==> src/pio_consts.svh <==
`ifndef PIO_CONSTS_SVH
`define PIO_CONSTS_SVH

`define PIO_MEM_DEPTH 32
`define PIO_ADDR_W    5
`define PIO_NUM_SM    2
`define PIO_INSTR_W   16
`define PIO_DATA_W    32
`define PIO_PINS_W    8

// Instruction fields from the top down
`define PIO_OP_W      3
`define PIO_DELAY_W   5
`define PIO_CTL_W     3
`define PIO_ARG_W     5

`endif

==> src/pio_pkg.sv <==
package pio_pkg;

  `include "pio_consts.svh"

  typedef enum logic [`PIO_OP_W-1:0] {
    OP_JMP      = 3'd0,
    OP_IN       = 3'd2,
    OP_OUT      = 3'd3,
    OP_PUSHPULL = 3'd4,
    OP_MOV      = 3'd5,
    OP_SET      = 3'd7
  } pio_op_e;

  typedef enum logic [`PIO_CTL_W-1:0] {
    COND_ALWAYS = 3'd0,
    COND_X_ZERO = 3'd1,
    COND_X_DEC  = 3'd2, // X nonzero, X post-decrement
    COND_Y_ZERO = 3'd3,
    COND_Y_DEC  = 3'd4, // Y nonzero, Y post-decrement
    COND_X_NE_Y = 3'd5
  } pio_cond_e;

  // Shared by sources and destinations
  typedef enum logic [2:0] {
    DST_PINS = 3'd0,
    DST_X    = 3'd1,
    DST_Y    = 3'd2,
    DST_NULL = 3'd3,
    DST_ISR  = 3'd6,
    DST_OSR  = 3'd7
  } pio_dest_e;

  typedef enum logic [1:0] {FETCH, EXEC, DELAY} pio_state_e;

  typedef struct packed {
    pio_op_e                 op;
    logic [`PIO_DELAY_W-1:0] delay;
    logic [`PIO_CTL_W-1:0]   ctl;   // Condition, source or destination
    logic [`PIO_ARG_W-1:0]   arg;   // Address, data, bit count or MOV control
  } pio_instr_t;

endpackage

==> src/pio_fetch_if.sv <==
`timescale 1ns/10ps
`include "pio_consts.svh"

interface pio_fetch_if import pio_pkg::*; ();

  logic                   req;   // Held with addr until granted
  logic [`PIO_ADDR_W-1:0] addr;
  logic                   gnt;
  pio_instr_t             instr; // Valid the cycle after gnt

  modport requester (
    output req,
    output addr,
    input  gnt,
    input  instr
  );

  modport arbiter (
    input  req,
    input  addr,
    output gnt,
    output instr
  );

endinterface

==> src/instr_mem.sv <==
`timescale 1ns/10ps
`include "pio_consts.svh"

module instr_mem import pio_pkg::*; (
  input  logic                   clk,
  input  logic                   rst_n,
  input  logic                   we,
  input  logic [`PIO_ADDR_W-1:0] waddr,
  input  pio_instr_t             wdata,
  input  logic [`PIO_ADDR_W-1:0] raddr,
  output pio_instr_t             rdata
);

  pio_instr_t mem_q [`PIO_MEM_DEPTH];

  // Program load port
  always_ff @(posedge clk) begin
    if (we) begin
      mem_q[waddr] <= wdata;
    end
  end

  // Zero word decodes as JMP 0
  always_ff @(posedge clk or negedge rst_n) begin
    if (!rst_n) begin
      rdata <= '0;
    end else begin
      rdata <= mem_q[raddr];
    end
  end

endmodule

==> src/fetch_arbiter.sv <==
`timescale 1ns/10ps
`include "pio_consts.svh"

module fetch_arbiter import pio_pkg::*; (
  input  logic                   clk,
  input  logic                   rst_n,
  pio_fetch_if.arbiter           port0,
  pio_fetch_if.arbiter           port1,
  output logic [`PIO_ADDR_W-1:0] mem_addr,
  input  pio_instr_t             mem_data
);

  logic last_q;   // Machine granted most recently, also selects read data
  logic rd_vld_q; // Memory read in flight
  logic any_gnt;

  // Contention goes to the machine not granted last
  assign port0.gnt = port0.req && (!port1.req || last_q);
  assign port1.gnt = port1.req && (!port0.req || !last_q);
  assign any_gnt   = port0.gnt || port1.gnt;

  assign mem_addr = port1.gnt ? port1.addr : port0.addr;

  always_ff @(posedge clk or negedge rst_n) begin
    if (!rst_n) begin
      last_q   <= 1'b0;
      rd_vld_q <= 1'b0;
    end else begin
      rd_vld_q <= any_gnt;
      if (any_gnt) begin
        last_q <= port1.gnt;
      end
    end
  end

  // Read data goes back only to the machine that asked for it
  assign port0.instr = (rd_vld_q && !last_q) ? mem_data : '0;
  assign port1.instr = (rd_vld_q && last_q) ? mem_data : '0;

endmodule

==> src/pio_sm.sv <==
`timescale 1ns/10ps
`include "pio_consts.svh"

module pio_sm import pio_pkg::*; (
  input  logic                   clk,
  input  logic                   rst_n,
  input  logic                   en,
  input  logic [`PIO_ADDR_W-1:0] wrap_bottom,
  input  logic [`PIO_ADDR_W-1:0] wrap_top,
  input  logic [`PIO_DATA_W-1:0] tx_data,
  input  logic                   tx_empty,
  input  logic                   rx_full,
  pio_fetch_if.requester         fetch,
  output logic                   pull,
  output logic                   push,
  output logic [`PIO_DATA_W-1:0] rx_data,
  output logic [`PIO_PINS_W-1:0] pins,
  output logic [`PIO_ADDR_W-1:0] pc
);

  pio_state_e              state_q;
  logic [`PIO_ADDR_W-1:0]  pc_q;
  logic                    pc_loaded_q; // pc follows wrap_bottom until the first update
  pio_instr_t              instr_q;
  logic                    fresh_q;     // First EXEC cycle
  logic [`PIO_DELAY_W-1:0] dly_q;
  logic [`PIO_DATA_W-1:0]  x_q;
  logic [`PIO_DATA_W-1:0]  y_q;
  logic [`PIO_DATA_W-1:0]  isr_q;
  logic [`PIO_DATA_W-1:0]  osr_q;

  pio_instr_t              cur;
  logic                    stall;
  logic                    done;
  logic                    jmp_taken;
  logic [5:0]              bit_n;
  logic [`PIO_DATA_W-1:0]  mask;
  logic [`PIO_DATA_W-1:0]  src_val;
  logic [`PIO_DATA_W-1:0]  mov_val;
  logic [`PIO_DATA_W-1:0]  out_val;
  logic [`PIO_DATA_W-1:0]  set_val;
  logic [`PIO_ADDR_W-1:0]  pc_next;

  assign pc      = pc_loaded_q ? pc_q : wrap_bottom;
  assign cur     = fresh_q ? fetch.instr : instr_q; // Fetch port only valid right after grant
  assign rx_data = isr_q;

  assign fetch.req  = en && (state_q == FETCH);
  assign fetch.addr = pc;

  // Bit count of 0 means a full word
  assign bit_n   = (cur.arg == '0) ? 6'd32 : {1'b0, cur.arg};
  assign mask    = (`PIO_DATA_W'(1) << bit_n) - 1'b1;
  assign out_val = osr_q & mask;
  assign mov_val = src_val ^ {`PIO_DATA_W{cur.arg[3]}};
  assign set_val = {{(`PIO_DATA_W-`PIO_ARG_W){1'b0}}, cur.arg};

  // MOV takes its source from arg, IN from ctl
  always_comb begin
    case (pio_dest_e'((cur.op == OP_MOV) ? cur.arg[2:0] : cur.ctl))
      DST_X:   src_val = x_q;
      DST_Y:   src_val = y_q;
      DST_ISR: src_val = isr_q;
      DST_OSR: src_val = osr_q;
      default: src_val = '0;
    endcase
  end

  always_comb begin
    stall     = 1'b0;
    jmp_taken = 1'b0;
    case (cur.op)
      OP_PUSHPULL: stall = cur.ctl[2] ? tx_empty : rx_full;
      OP_JMP: begin
        case (pio_cond_e'(cur.ctl))
          COND_ALWAYS: jmp_taken = 1'b1;
          COND_X_ZERO: jmp_taken = (x_q == '0);
          COND_X_DEC:  jmp_taken = (x_q != '0);
          COND_Y_ZERO: jmp_taken = (y_q == '0);
          COND_Y_DEC:  jmp_taken = (y_q != '0);
          COND_X_NE_Y: jmp_taken = (x_q != y_q);
          default:     jmp_taken = 1'b0;
        endcase
      end
      default: ;
    endcase
  end

  assign done = (state_q == EXEC) && !stall;
  assign pull = done && (cur.op == OP_PUSHPULL) && cur.ctl[2];
  assign push = done && (cur.op == OP_PUSHPULL) && !cur.ctl[2];

  always_comb begin
    if (jmp_taken) begin
      pc_next = cur.arg;
    end else if (pc == wrap_top) begin
      pc_next = wrap_bottom;
    end else begin
      pc_next = pc + 1'b1;
    end
  end

  always_ff @(posedge clk or negedge rst_n) begin
    if (!rst_n) begin
      state_q     <= FETCH;
      pc_q        <= '0;
      pc_loaded_q <= 1'b0;
      fresh_q     <= 1'b0;
      dly_q       <= '0;
    end else begin
      fresh_q <= 1'b0;
      case (state_q)
        FETCH: begin
          if (fetch.req && fetch.gnt) begin
            state_q <= EXEC;
            fresh_q <= 1'b1;
          end
        end
        EXEC: begin
          if (done) begin
            pc_q        <= pc_next;
            pc_loaded_q <= 1'b1;
            dly_q       <= cur.delay;
            state_q     <= (cur.delay != '0) ? DELAY : FETCH;
          end
        end
        DELAY: begin
          dly_q <= dly_q - 1'b1;
          if (dly_q == `PIO_DELAY_W'(1)) begin
            state_q <= FETCH;
          end
        end
        default: state_q <= FETCH;
      endcase
    end
  end

  // Holds the instruction over a stall
  always_ff @(posedge clk) begin
    if (state_q == EXEC) begin
      instr_q <= cur;
    end
  end

  always_ff @(posedge clk or negedge rst_n) begin
    if (!rst_n) begin
      x_q   <= '0;
      y_q   <= '0;
      isr_q <= '0;
      osr_q <= '0;
      pins  <= '0;
    end else if (done) begin
      case (cur.op)
        OP_JMP: begin
          if (cur.ctl == COND_X_DEC) x_q <= x_q - 1'b1;
          if (cur.ctl == COND_Y_DEC) y_q <= y_q - 1'b1;
        end
        OP_IN: isr_q <= (isr_q << bit_n) | (src_val & mask);
        OP_OUT: begin
          osr_q <= osr_q >> bit_n;
          case (pio_dest_e'(cur.ctl))
            DST_PINS: pins <= out_val[`PIO_PINS_W-1:0];
            DST_X:    x_q  <= out_val;
            DST_Y:    y_q  <= out_val;
            default: ;
          endcase
        end
        OP_PUSHPULL: begin
          if (cur.ctl[2]) begin
            osr_q <= tx_data;
          end else begin
            isr_q <= '0; // rx_data took the ISR this cycle
          end
        end
        OP_MOV: begin
          case (pio_dest_e'(cur.ctl))
            DST_X:   x_q   <= mov_val;
            DST_Y:   y_q   <= mov_val;
            DST_ISR: isr_q <= mov_val;
            DST_OSR: osr_q <= mov_val;
            default: ;
          endcase
        end
        OP_SET: begin
          case (pio_dest_e'(cur.ctl))
            DST_PINS: pins <= set_val[`PIO_PINS_W-1:0];
            DST_X:    x_q  <= set_val;
            DST_Y:    y_q  <= set_val;
            default: ;
          endcase
        end
        default: ; // Opcodes 1 and 6 do nothing
      endcase
    end
  end

endmodule

==> src/pio_block.sv <==
`timescale 1ns/10ps
`include "pio_consts.svh"

module pio_block import pio_pkg::*; (
  input  logic                                  clk,
  input  logic                                  rst_n,
  input  logic [`PIO_NUM_SM-1:0]                en,
  input  logic [`PIO_NUM_SM*`PIO_ADDR_W-1:0]    wrap_bottom,
  input  logic [`PIO_NUM_SM*`PIO_ADDR_W-1:0]    wrap_top,
  input  logic                                  prog_we,
  input  logic [`PIO_ADDR_W-1:0]                prog_addr,
  input  logic [`PIO_INSTR_W-1:0]               prog_data,
  input  logic [`PIO_NUM_SM*`PIO_DATA_W-1:0]    tx_data,
  input  logic [`PIO_NUM_SM-1:0]                tx_empty,
  input  logic [`PIO_NUM_SM-1:0]                rx_full,
  output logic [`PIO_NUM_SM-1:0]                pull,
  output logic [`PIO_NUM_SM-1:0]                push,
  output logic [`PIO_NUM_SM*`PIO_DATA_W-1:0]    rx_data,
  output logic [`PIO_NUM_SM*`PIO_PINS_W-1:0]    pins,
  output logic [`PIO_NUM_SM*`PIO_ADDR_W-1:0]    pc
);

  pio_fetch_if fetch_if [`PIO_NUM_SM] ();

  logic [`PIO_ADDR_W-1:0] mem_raddr;
  pio_instr_t             mem_rdata;

  instr_mem u_instr_mem (
    .clk   (clk),
    .rst_n (rst_n),
    .we    (prog_we),
    .waddr (prog_addr),
    .wdata (prog_data),
    .raddr (mem_raddr),
    .rdata (mem_rdata)
  );

  fetch_arbiter u_fetch_arbiter (
    .clk      (clk),
    .rst_n    (rst_n),
    .port0    (fetch_if[0]),
    .port1    (fetch_if[1]),
    .mem_addr (mem_raddr),
    .mem_data (mem_rdata)
  );

  for (genvar g = 0; g < `PIO_NUM_SM; g++) begin : g_sm
    pio_sm u_sm (
      .clk         (clk),
      .rst_n       (rst_n),
      .en          (en[g]),
      .wrap_bottom (wrap_bottom[g*`PIO_ADDR_W +: `PIO_ADDR_W]),
      .wrap_top    (wrap_top[g*`PIO_ADDR_W +: `PIO_ADDR_W]),
      .tx_data     (tx_data[g*`PIO_DATA_W +: `PIO_DATA_W]),
      .tx_empty    (tx_empty[g]),
      .rx_full     (rx_full[g]),
      .fetch       (fetch_if[g]),
      .pull        (pull[g]),
      .push        (push[g]),
      .rx_data     (rx_data[g*`PIO_DATA_W +: `PIO_DATA_W]),
      .pins        (pins[g*`PIO_PINS_W +: `PIO_PINS_W]),
      .pc          (pc[g*`PIO_ADDR_W +: `PIO_ADDR_W])
    );
  end

endmodule

==> config.mk <==
export PLATFORM = sky130hd
export DESIGN_NAME = pio_block
export DESIGN_NICKNAME = d
export VERILOG_FILES = /design/src/pio_pkg.sv /design/src/pio_fetch_if.sv /design/src/instr_mem.sv /design/src/fetch_arbiter.sv /design/src/pio_sm.sv /design/src/pio_block.sv
export VERILOG_INCLUDE_DIRS = /design/src
export SDC_FILE = /design/constraint.sdc
export NUM_CORES = 2
export LEC_CHECK = 0
export BUFFER_PORTS_ARGS = -buffer_cell sky130_fd_sc_hd__buf_4
export CAP_MARGIN = 20
export CELL_PAD_IN_SITES_DETAIL_PLACEMENT = 1
export CELL_PAD_IN_SITES_GLOBAL_PLACEMENT = 1
export CORE_UTILIZATION = 35
export CTS_BUF_LIST = sky130_fd_sc_hd__clkbuf_2 sky130_fd_sc_hd__clkbuf_4 sky130_fd_sc_hd__clkbuf_8
export CTS_CLUSTER_DIAMETER = 30
export CTS_CLUSTER_SIZE = 10
export DETAILED_ROUTE_END_ITERATION = 16
export PLACE_DENSITY_LB_ADDON = 0.1
export SYNTH_ARGS = -nofsm -noshare
export SYNTH_HDL_FRONTEND = slang
export SYNTH_SLANG_ARGS = --single-unit
==> constraint.sdc <==
create_clock -name clk -period 3.3 [get_ports clk]
set_input_delay 0.165 -clock clk [delete_from_list [all_inputs] [get_ports clk]]
set_output_delay 0.165 -clock clk [all_outputs]
set_load 0.03 [all_outputs]
# Word level (Yosys, flattened, before mapping)
# Memories as Yosys holds them, arrays and structs flattened. A register that Yosys moved wholly into a read port is not among the register bits.
# Index checks and enable logic that the tools add are counted.
dict set report word_totals {
  regBits 334
  ram_bits 512
  word_cells 285
  memories 1
}
# memory depth width rd rd_clocked_by_memory_dff wr line
set mem_list {}
lappend mem_list {u_instr_mem.mem_q 32 16 1 1 1 instr_mem.sv:14} ;# pio_instr_t mem_q [`PIO_MEM_DEPTH];
dict set report op_classes {
  n_addsub 10
  eq_ne 76
  shift 6
  muxes 83
  bitwise 8
  reduce_logical 71
}
# operator count
set ops {}
lappend ops {{$mux W32} 24}
lappend ops {{$pmux W32 S4} 6}
lappend ops {{$pmux W32 S3} 4}
lappend ops {{$sub A32 B1 Y32 const B} 6}
lappend ops {{$and A32 B32 Y32} 4}
lappend ops {{$logic_not A32 Y1} 4}
lappend ops {{$reduce_bool A32 Y1} 4}
lappend ops {{$mux W16} 4}
lappend ops {{$ne A32 B32 Y1} 2}
lappend ops {{$or A32 B32 Y32} 2}
lappend ops {{$shl A1 B6 Y32 const A} 2}
lappend ops {{$shl A32 B6 Y32} 2}
lappend ops {{$shr A32 B6 Y32} 2}
lappend ops {{$xor A32 B32 Y32} 2}
lappend ops {{$eq A3 B3 Y1 const B} 18}
lappend ops {{$mux W5} 9}
lappend ops {{$ne A2 B1 Y1 const B} 18}
lappend ops {{$mux W8} 4}
lappend ops {{$ne A2 B2 Y1 const B} 16}
lappend ops {{$pmux W8 S2} 2}
lappend ops {{$eq A3 B2 Y1 const B} 10}
lappend ops {{$reduce_and A4 Y1} 6}
lappend ops {{$reduce_and A6 Y1} 4}
lappend ops {{$pmux W5 S2} 2}
lappend ops {{other kinds (25)} 97}

# Depth between registers and ports, before layout
dict set report logic_depth {
  depth_word 11
  depth_mapped 19
  depth_no_buf 14
}

# Cells and area by module
# A second synthesis with hierarchy kept.
dict set report unflattened {
  hier_cells 4793
  hier_area_um2 50011.7
}
# module n_inst cells_each area_each_um2
set modules_own_cells {}
lappend modules_own_cells {instr_mem 1 1143 20616.0}
lappend modules_own_cells {{pio_sm (g_sm[1].u_sm)} 1 1817 14737.9}
lappend modules_own_cells {{pio_sm (g_sm[0].u_sm)} 1 1783 14271.2}
lappend modules_own_cells {fetch_arbiter 1 50 386.6}

# Least setup slack after synthesis
# OpenSTA, ideal clock, no wires.
dict set report synth_timing {
  path_type {flip-flop to flip-flop}
  start {register g_sm[1].u_sm.fresh_q}
  end {register g_sm[1].u_sm.y_q[28]}
  t_arrival_ps 3514
  required_time_ps 3212
  path_slack_ps -303
  stages_incl_launch_ff 18
  path_buffers 7
  period_less_slack_ps 3603
  cell_sequence {dfrtp_1 -> buf_6 -> buf_6 -> nor2b_1 -> nor2_4 -> inv_2 -> buf_2 -> clkbuf_1 -> buf_2 -> nor3_1 -> nand2_1 -> ha_1 -> clkbuf_1 -> clkbuf_1 -> nand2_1 -> o32ai_1 -> nand3_1 -> a41oi_1}
}
dict set report synth_between {
  elab_chain_len 8
}
# item line
set synth_lines {}
lappend synth_lines {{start, declared} pio_sm.sv:25} ;# logic fresh_q;
lappend synth_lines {{start signal, assigned} pio_sm.sv:108} ;# fresh_q <= 1'b0;
lappend synth_lines {{start signal, assigned} pio_sm.sv:111} ;# fresh_q <= 1'b0;
lappend synth_lines {{start signal, assigned} pio_sm.sv:116} ;# fresh_q <= 1'b1;
lappend synth_lines {{$mux W16 *} pio_sm.sv:45} ;# assign cur = fresh_q ? fetch.instr : instr_q;
lappend synth_lines {{$logic_not A5 Y1 or $eq A3 B3 Y1 (tied branches)} {pio_sm.sv:52, pio_sm.sv:60, pio_sm.sv:153}}
lappend synth_lines {{$mux W6 or $mux W3 (tied branches)} {pio_sm.sv:52, pio_sm.sv:60}}
lappend synth_lines {{$shl A1 B6 Y32 (no line), or another cell as far along} --}
lappend synth_lines {{$sub A32 B1 Y32 or $pmux W32 S4 (tied branches)} {pio_sm.sv:53, pio_sm.sv:60}}
lappend synth_lines {{$and A32 B32 Y32 or $xor A32 B32 Y32 (tied branches)} {pio_sm.sv:54, pio_sm.sv:55}}
lappend synth_lines {{$mux W32, on equally long branches} {pio_sm.sv:161, pio_sm.sv:176}}
lappend synth_lines {{$pmux W32 S4} pio_sm.sv:153} ;# case (cur.op)
lappend synth_lines {{end signal, assigned} pio_sm.sv:156} ;# if (cur.ctl == COND_Y_DEC) y_q <= y_q - 1'b1;
lappend synth_lines {{end signal, assigned} pio_sm.sv:164} ;# DST_Y: y_q <= out_val;
lappend synth_lines {{end signal, assigned} pio_sm.sv:178} ;# DST_Y: y_q <= mov_val;
lappend synth_lines {{end, declared} pio_sm.sv:28} ;# logic [`PIO_DATA_W-1:0] y_q;
# Every way passes the cells marked *; elsewhere a longest branch is shown, timed or not. The select of a mux whose other input is x is not followed.
# A chain may end at the register's enable or synchronous reset.

# Final worst setup path
dict set report layout_timing {
  start {register u_fetch_arbiter.rd_vld_q}
  end {register g_sm[0].u_sm.osr_q[22]}
}
dict set report layout_between {
  elab_chain_len 10
}
# item line
set layout_lines {}
lappend layout_lines {{start, declared} fetch_arbiter.sv:14} ;# logic rd_vld_q;
lappend layout_lines {{start signal, assigned} fetch_arbiter.sv:29} ;# rd_vld_q <= any_gnt;
lappend layout_lines {{$logic_and A1 B1 Y1 *} fetch_arbiter.sv:37} ;# assign port0.instr = (rd_vld_q && !last_q) ? mem_data : '0;
lappend layout_lines {{$mux W16 *} fetch_arbiter.sv:37}
lappend layout_lines {{$mux W16 *} pio_sm.sv:45}
lappend layout_lines {{$eq A3 B3 Y1} {pio_sm.sv:60, pio_sm.sv:153}}
lappend layout_lines {{$mux W3} pio_sm.sv:60} ;# case (pio_dest_e'((cur.op == OP_MOV) ? cur.arg[2:0] : cur.ctl))
lappend layout_lines {{$eq A3 B3 Y1, or another cell as far along} pio_sm.sv:60}
lappend layout_lines {{$pmux W32 S4} pio_sm.sv:60}
lappend layout_lines {{$xor A32 B32 Y32} pio_sm.sv:55} ;# assign mov_val = src_val ^ {`PIO_DATA_W{cur.arg[3]}};
lappend layout_lines {{$mux W32} pio_sm.sv:176} ;# case (pio_dest_e'(cur.ctl))
lappend layout_lines {{$pmux W32 S3} pio_sm.sv:153}
lappend layout_lines {{end signal, assigned} pio_sm.sv:160} ;# osr_q <= osr_q >> bit_n;
lappend layout_lines {{end signal, assigned} pio_sm.sv:170} ;# osr_q <= tx_data;
lappend layout_lines {{end signal, assigned} pio_sm.sv:180} ;# DST_OSR: osr_q <= mov_val;
lappend layout_lines {{end, declared} pio_sm.sv:30} ;# logic [`PIO_DATA_W-1:0] osr_q;
# Marks and branches as above.

==> tab_implementation.tex <==
\begin{tabular}{lr}
\hline
Metric & Value \\
\hline
\multicolumn{2}{l}{\textbf{Setup path}} \\
\quad R2r endpoint & g\_sm[0].u\_sm.osr\_q[22] \\
\quad Origin of the critical flop-to-flop path & u\_fetch\_arbiter.rd\_vld\_q \\
\quad Cells along the critical path & clkbuf\_2, and4b\_1, o211ai\_2, nor2\_4, buf\_12, a21o\_4, buf\_12, mux2\_4, a222oi\_1, buf\_4, mux2i\_4, buf\_6, a221oi\_2, o21ai\_1 \\
\quad Reg2reg path depth & 14 \\
\quad Crit path required time & slightly above 4 ns \\
\quad WP data arrival & around 4.2 ns \\
\quad Cell seen most often among critical-path stages & sky130\_fd\_sc\_hd\_\_buf\_12 \\
\quad Worst reg2reg setup slack & -0.07 ns \\
\quad Element type at the critical path end & flop \\
\quad Worst Setup Start Kind & flop \\
\quad Critical path class & reg2reg \\
\quad Max incr delay on CP & between 0.4 and 0.5 ns \\
\quad Cell with the largest stage delay on the worst path & sky130\_fd\_sc\_hd\_\_dfrtp\_2 \\
\quad Top fanout value on the critical path & 8 \\
\multicolumn{2}{l}{\textbf{Pwr}} \\
\quad Largest voltage drop on the vdd net & around 580 uV \\
\quad Design Power & just over 80 mW \\
\quad Leakage power of the design & 28.2 nW \\
\quad PwrDens & 1150 mW/mm\^{}2 \\
\multicolumn{2}{l}{\textbf{Outcome}} \\
\quad Violated checks & negative setup slack \\
\quad Run status & complete, but fails checks \\
\multicolumn{2}{l}{\textbf{STA}} \\
\quad Final number of max-transition violations & 0 \\
\quad Slew at the pin closest to its max-slew limit & approximately 0.95 ns \\
\quad Setup WS post-layout & -0.0712 ns \\
\quad Endpoints failing setup & 2 \\
\quad Highest Clock Rate & 0.297 GHz \\
\quad Unrepaired setup endpoints after global routing & yes \\
\quad Post-route clock period utilization & 102\% \\
\quad Number of endpoints with negative hold slack in the final report & 0 \\
\quad Tightest slew margin relative to the limit & a little over a third \\
\quad Final Critical Period & about 3.4 ns \\
\quad Setup Skew & between 0.09 and 0.1 ns \\
\multicolumn{2}{l}{\textbf{Yosys}} \\
\quad Mux share of post-synthesis cell area & around an eighth \\
\quad Flip-flop and latch count after synthesis & between 800 and 900 \\
\quad Netlist area before placement & $\sim$0.05 mm\^{}2 \\
\quad Synthesized-area fraction occupied by adder cells & 0.300\% \\
\quad Avg Synthesized Cell Area & 10.3 um\^{}2 \\
\quad Simple-gate area share of the yosys netlist & $\sim$15\% \\
\quad FFs w/ async S/R, synth & between 30 and 40\% \\
\quad Synth warnings & 0 \\
\quad Part of the Yosys area used for sequential elements & 48.6\% \\
\quad Count of flip-flops with a built-in enable after synthesis & $\sim$540 \\
\quad Largest family of logic cells by synthesized area & compound AO/OA/AOI/OAI gates \\
\quad Flip-flop cell with the highest count after synthesis & sky130\_fd\_sc\_hd\_\_edfxtp\_1 \\
\quad Count of distinct cell types in the synthesized netlist & 110 \\
\quad Number of instances in the synthesized netlist & $\sim$4,800 \\
\quad Xor and xnor fraction of the mapped netlist area & 1.47\% \\
\quad Area fraction in compound gates after synthesis & 18.1\% \\
\multicolumn{2}{l}{\textbf{Layout}} \\
\quad Fill count & 15,300 \\
\quad Commonest non-fill, non-tap cells in the layout & sky130\_fd\_sc\_hd\_\_buf\_4 (1,135), sky130\_fd\_sc\_hd\_\_nand2\_1 (552), sky130\_fd\_sc\_hd\_\_edfxtp\_1 (544) \\
\quad Area growth, synth to finish & 40.4\% \\
\quad Net count, final & a little over 6,000 \\
\quad Fraction of final layout cells with drive strength greater than 1 & a little over a third \\
\quad Commonest non-fill, non-tap cell in the layout & sky130\_fd\_sc\_hd\_\_buf\_4 \\
\quad Final Core Density & roughly half \\
\quad Non-Filler Cell Area, Final & $\sim$0.070 mm\^{}2 \\
\multicolumn{2}{l}{\textbf{Hold path}} \\
\quad End point of the worst hold path & g\_sm[1].u\_sm.osr\_q[29] \\
\quad HP Start & tx\_data[61] \\
\quad Type of the most critical hold path & in2reg \\
\quad Hold Path Depth & 4 \\
\multicolumn{2}{l}{\textbf{Routing}} \\
\quad First DRT Iteration DRCs & approximately 5,000 \\
\quad Drt drc & 0 \\
\quad Total wire length & 261,000 um \\
\quad Per-cell via count in the routed design & roughly 6.1 \\
\quad Number of nets still failing antenna checks after routing & 0 \\
\quad First-pass iteration count of the detailed router & 6 \\
\quad Routed via count & around 50,000 \\
\quad Wire per inst & 31.9 um \\
\multicolumn{2}{l}{\textbf{Placed design}} \\
\quad Buffers added on ports & approximately 210 \\
\quad Area after DPL & around 0.060 mm\^{}2 \\
\quad Final HPWL DP & $\sim$190,000 um \\
\quad Global placer's final weighted congestion & between 1 and 1.5 \\
\multicolumn{2}{l}{\textbf{Global routing}} \\
\quad Pin count of the biggest net entering global routing & 63 \\
\quad Global route overflow & 0 \\
\quad Number of global-route vias before repair & between 40,000 and 50,000 \\
\quad Tot GR Track Use & 34.9\% \\
\quad Antenna violations before repair & 11 \\
\quad Global-route wire length before repair & about 370,000 um \\
\multicolumn{2}{l}{\textbf{Clock tree}} \\
\quad Clock buffer count from CTS & approximately 230 \\
\quad Clk buf depth & 3 \\
\quad Clock sink count & around 860 \\
\quad Clock latency reported for the late side of the worst-skew pair & around 1.0 ns \\
\quad CTS H-tree lvls & 4 \\
\quad Worst-path clk slew & approximately 0.060 ns \\
\quad Cell at the root of the clock tree & sky130\_fd\_sc\_hd\_\_clkbuf\_8 \\
\quad CTS tree & yes \\
\multicolumn{2}{l}{\textbf{Floorplanning}} \\
\quad Count of pins on the block boundary & between 200 and 250 \\
\quad Die outline area & roughly 0.14 mm\^{}2 \\
\quad Floorplan row count & about 140 \\
\quad Die Span X & 380 um \\
\quad Area of the core region & $\sim$0.14 mm\^{}2 \\
\quad Die span in y & 380 um \\
\quad Effective utilization at floorplan & about a third \\
\multicolumn{2}{l}{\textbf{Job}} \\
\quad Number of violations of the max-capacitance limit & 0 \\
\hline
\end{tabular}
==> metal layers <==
metal | track usage (%) | up-vias | wire length [um]
met1 | 47.9 | 25400 | 111000
met5 | 0 | - | 66
met4 | 12.0 | 8 | 9890
met3 | 8.39 | 531 | 23600
li1 | - | 21200 | -
met2 | 53.7 | 2534 | 116000
==> flip-flops by register name (all words and copies together), names as in the netlist <==
signal,count
g_sm.u_sm.x_q,64
g_sm.u_sm.rx_data,64
g_sm.u_sm.instr_q,32
g_sm.u_sm.osr_q,64
g_sm.u_sm.dly_q,10
g_sm.u_sm.pc_q,10
g_sm.u_sm.state_q,4
g_sm.u_sm.pc_loaded_q,2
g_sm.u_sm.pins,16
u_fetch_arbiter.last_q,1
g_sm.u_sm.y_q,64
g_sm.u_sm.fresh_q,2
u_instr_mem.rdata,16
u_fetch_arbiter.rd_vld_q,1
u_instr_mem.mem_q,512
==> cell families (layout without fill, tap and decap cells) <==
kind of cell / after synthesis / count (layout)
other: 1 / 12
multiplexers: 459 / 459
XOR/XNOR: 84 / 84
buffers and inverters: 450 / 1886
adder cells (fa/ha/maj): 12 / 12
AND/OR/NAND/NOR: 1605 / 1605
flip-flops: 862 / 862
AO/OA/AOI/OAI: 1366 / 1366
==> layout make-up <==
type	instances	area [um^2]	area share, %
clock buffers	270	3600	5.13
repair buffers	1387	12000	17.0
inverters	71	283	0.403
flip-flops and latches	862	24300	34.6
diodes	10	25.0	0.0356
well taps	1890	2360	3.37
multi-input cells	3528	25500	36.3
clock inverters	158	2160	3.08
==> report_power, final <==
part           internal (mW)  total [mW]  switching [mW]
Combinational           19.6        47.4            27.9
Sequential              13.1        16.1            3.05
Clock                   10.2        16.9            6.63
==> synth_stat cells (15+ instances only) <==
cell type	n	area (um^2)
sky130_fd_sc_hd__xnor2_1	30	263
sky130_fd_sc_hd__o31ai_1	16	120
sky130_fd_sc_hd__nor2_1	427	1600
sky130_fd_sc_hd__edfxtp_1	544	16300
sky130_fd_sc_hd__a31oi_1	97	607
sky130_fd_sc_hd__dfrtp_1	318	7960
sky130_fd_sc_hd__a32oi_1	65	569
sky130_fd_sc_hd__nand2_1	562	2110
sky130_fd_sc_hd__nand2b_1	23	144
sky130_fd_sc_hd__mux2i_1	290	2900
sky130_fd_sc_hd__a311oi_1	25	219
sky130_fd_sc_hd__a222oi_1	17	170
sky130_fd_sc_hd__xor2_1	54	473
sky130_fd_sc_hd__nor3_1	129	646
sky130_fd_sc_hd__a22o_1	32	280
sky130_fd_sc_hd__a221o_1	18	180
sky130_fd_sc_hd__a22oi_1	59	443
sky130_fd_sc_hd__buf_1	34	128
sky130_fd_sc_hd__buf_2	65	325
sky130_fd_sc_hd__a211oi_1	51	383
sky130_fd_sc_hd__mux4_2	136	3060
sky130_fd_sc_hd__a2111oi_0	17	149
sky130_fd_sc_hd__or3_1	20	125
sky130_fd_sc_hd__o22a_1	38	333
sky130_fd_sc_hd__buf_4	18	135
sky130_fd_sc_hd__nor4_1	39	244
sky130_fd_sc_hd__inv_1	58	218
sky130_fd_sc_hd__o21a_1	16	120
sky130_fd_sc_hd__nand3b_1	15	113
sky130_fd_sc_hd__o22ai_1	46	288
sky130_fd_sc_hd__clkbuf_1	248	931
sky130_fd_sc_hd__a2bb2oi_1	18	158
sky130_fd_sc_hd__o211ai_1	41	308
sky130_fd_sc_hd__a221oi_1	35	307
sky130_fd_sc_hd__nor2b_1	33	206
sky130_fd_sc_hd__o21ai_0	368	1840
sky130_fd_sc_hd__mux2_2	22	248
sky130_fd_sc_hd__and3_1	66	413
sky130_fd_sc_hd__nand3_1	179	896
sky130_fd_sc_hd__nand4_1	24	150
sky130_fd_sc_hd__a21oi_1	243	1220
sky130_fd_sc_hd__o21ai_1	43	215
==> repair_timing <==
action / CTS / global route
gates resized for setup: 131 / 286
hold endpoints to repair: 1430 / 0
setup endpoints to repair: 212 / 243
cloned: 3 / 7
hold buffers: 130 / 0
pin swaps: 19 / 72
buffers inserted: 42 / 65
==> how the worst max path moves through the flow <==
stage	startpoint	endpoint	slack, ns	cells past startpoint
2_1_floorplan	u_fetch_arbiter.rd_vld_q	g_sm[1].u_sm.y_q[28]	-0.008	18
3_3_place_gp	g_sm[1].u_sm.fresh_q	g_sm[1].u_sm.x_q[2]	-0.24	12
3_5_place_dp	u_fetch_arbiter.rd_vld_q	g_sm[1].u_sm.y_q[2]	-0.36	12
4_1_cts	u_fetch_arbiter.last_q	pull[1]	-0.08	10
5_1_grt	u_fetch_arbiter.rd_vld_q	g_sm[0].u_sm.osr_q[22]	-0.13	14
6_report	u_fetch_arbiter.rd_vld_q	g_sm[0].u_sm.osr_q[22]	-0.07	14
==> through the flow <==
step | cells | hold WS, ns | setup TNS [ns] | worst slack (ns)
2_1_floorplan | 4840 | -0.131 | -0.00848 | -0.00848
3_3_place_gp | 7491 | 0.223 | -5.40 | -0.241
3_5_place_dp | 7492 | 0.219 | -12.53 | -0.362
4_1_cts | 8095 | 0.00760 | -0.185 | -0.0785
5_1_grt | 8173 | 0.0495 | -1.57 | -0.132
6_report | 8176 | 0.0870 | -0.110 | -0.0712
==> worst max-delay path: cells and delay by family (launching register included) <==
kind                   cells  cell delay [ns]
and+or+nand+nor            2             0.33
DFF                        1             0.44
AOI/OAI and AO/OA          5             1.04
muxes                      2             0.58
buffers and inverters      5             0.84
(Power assumes the default switching activity.)
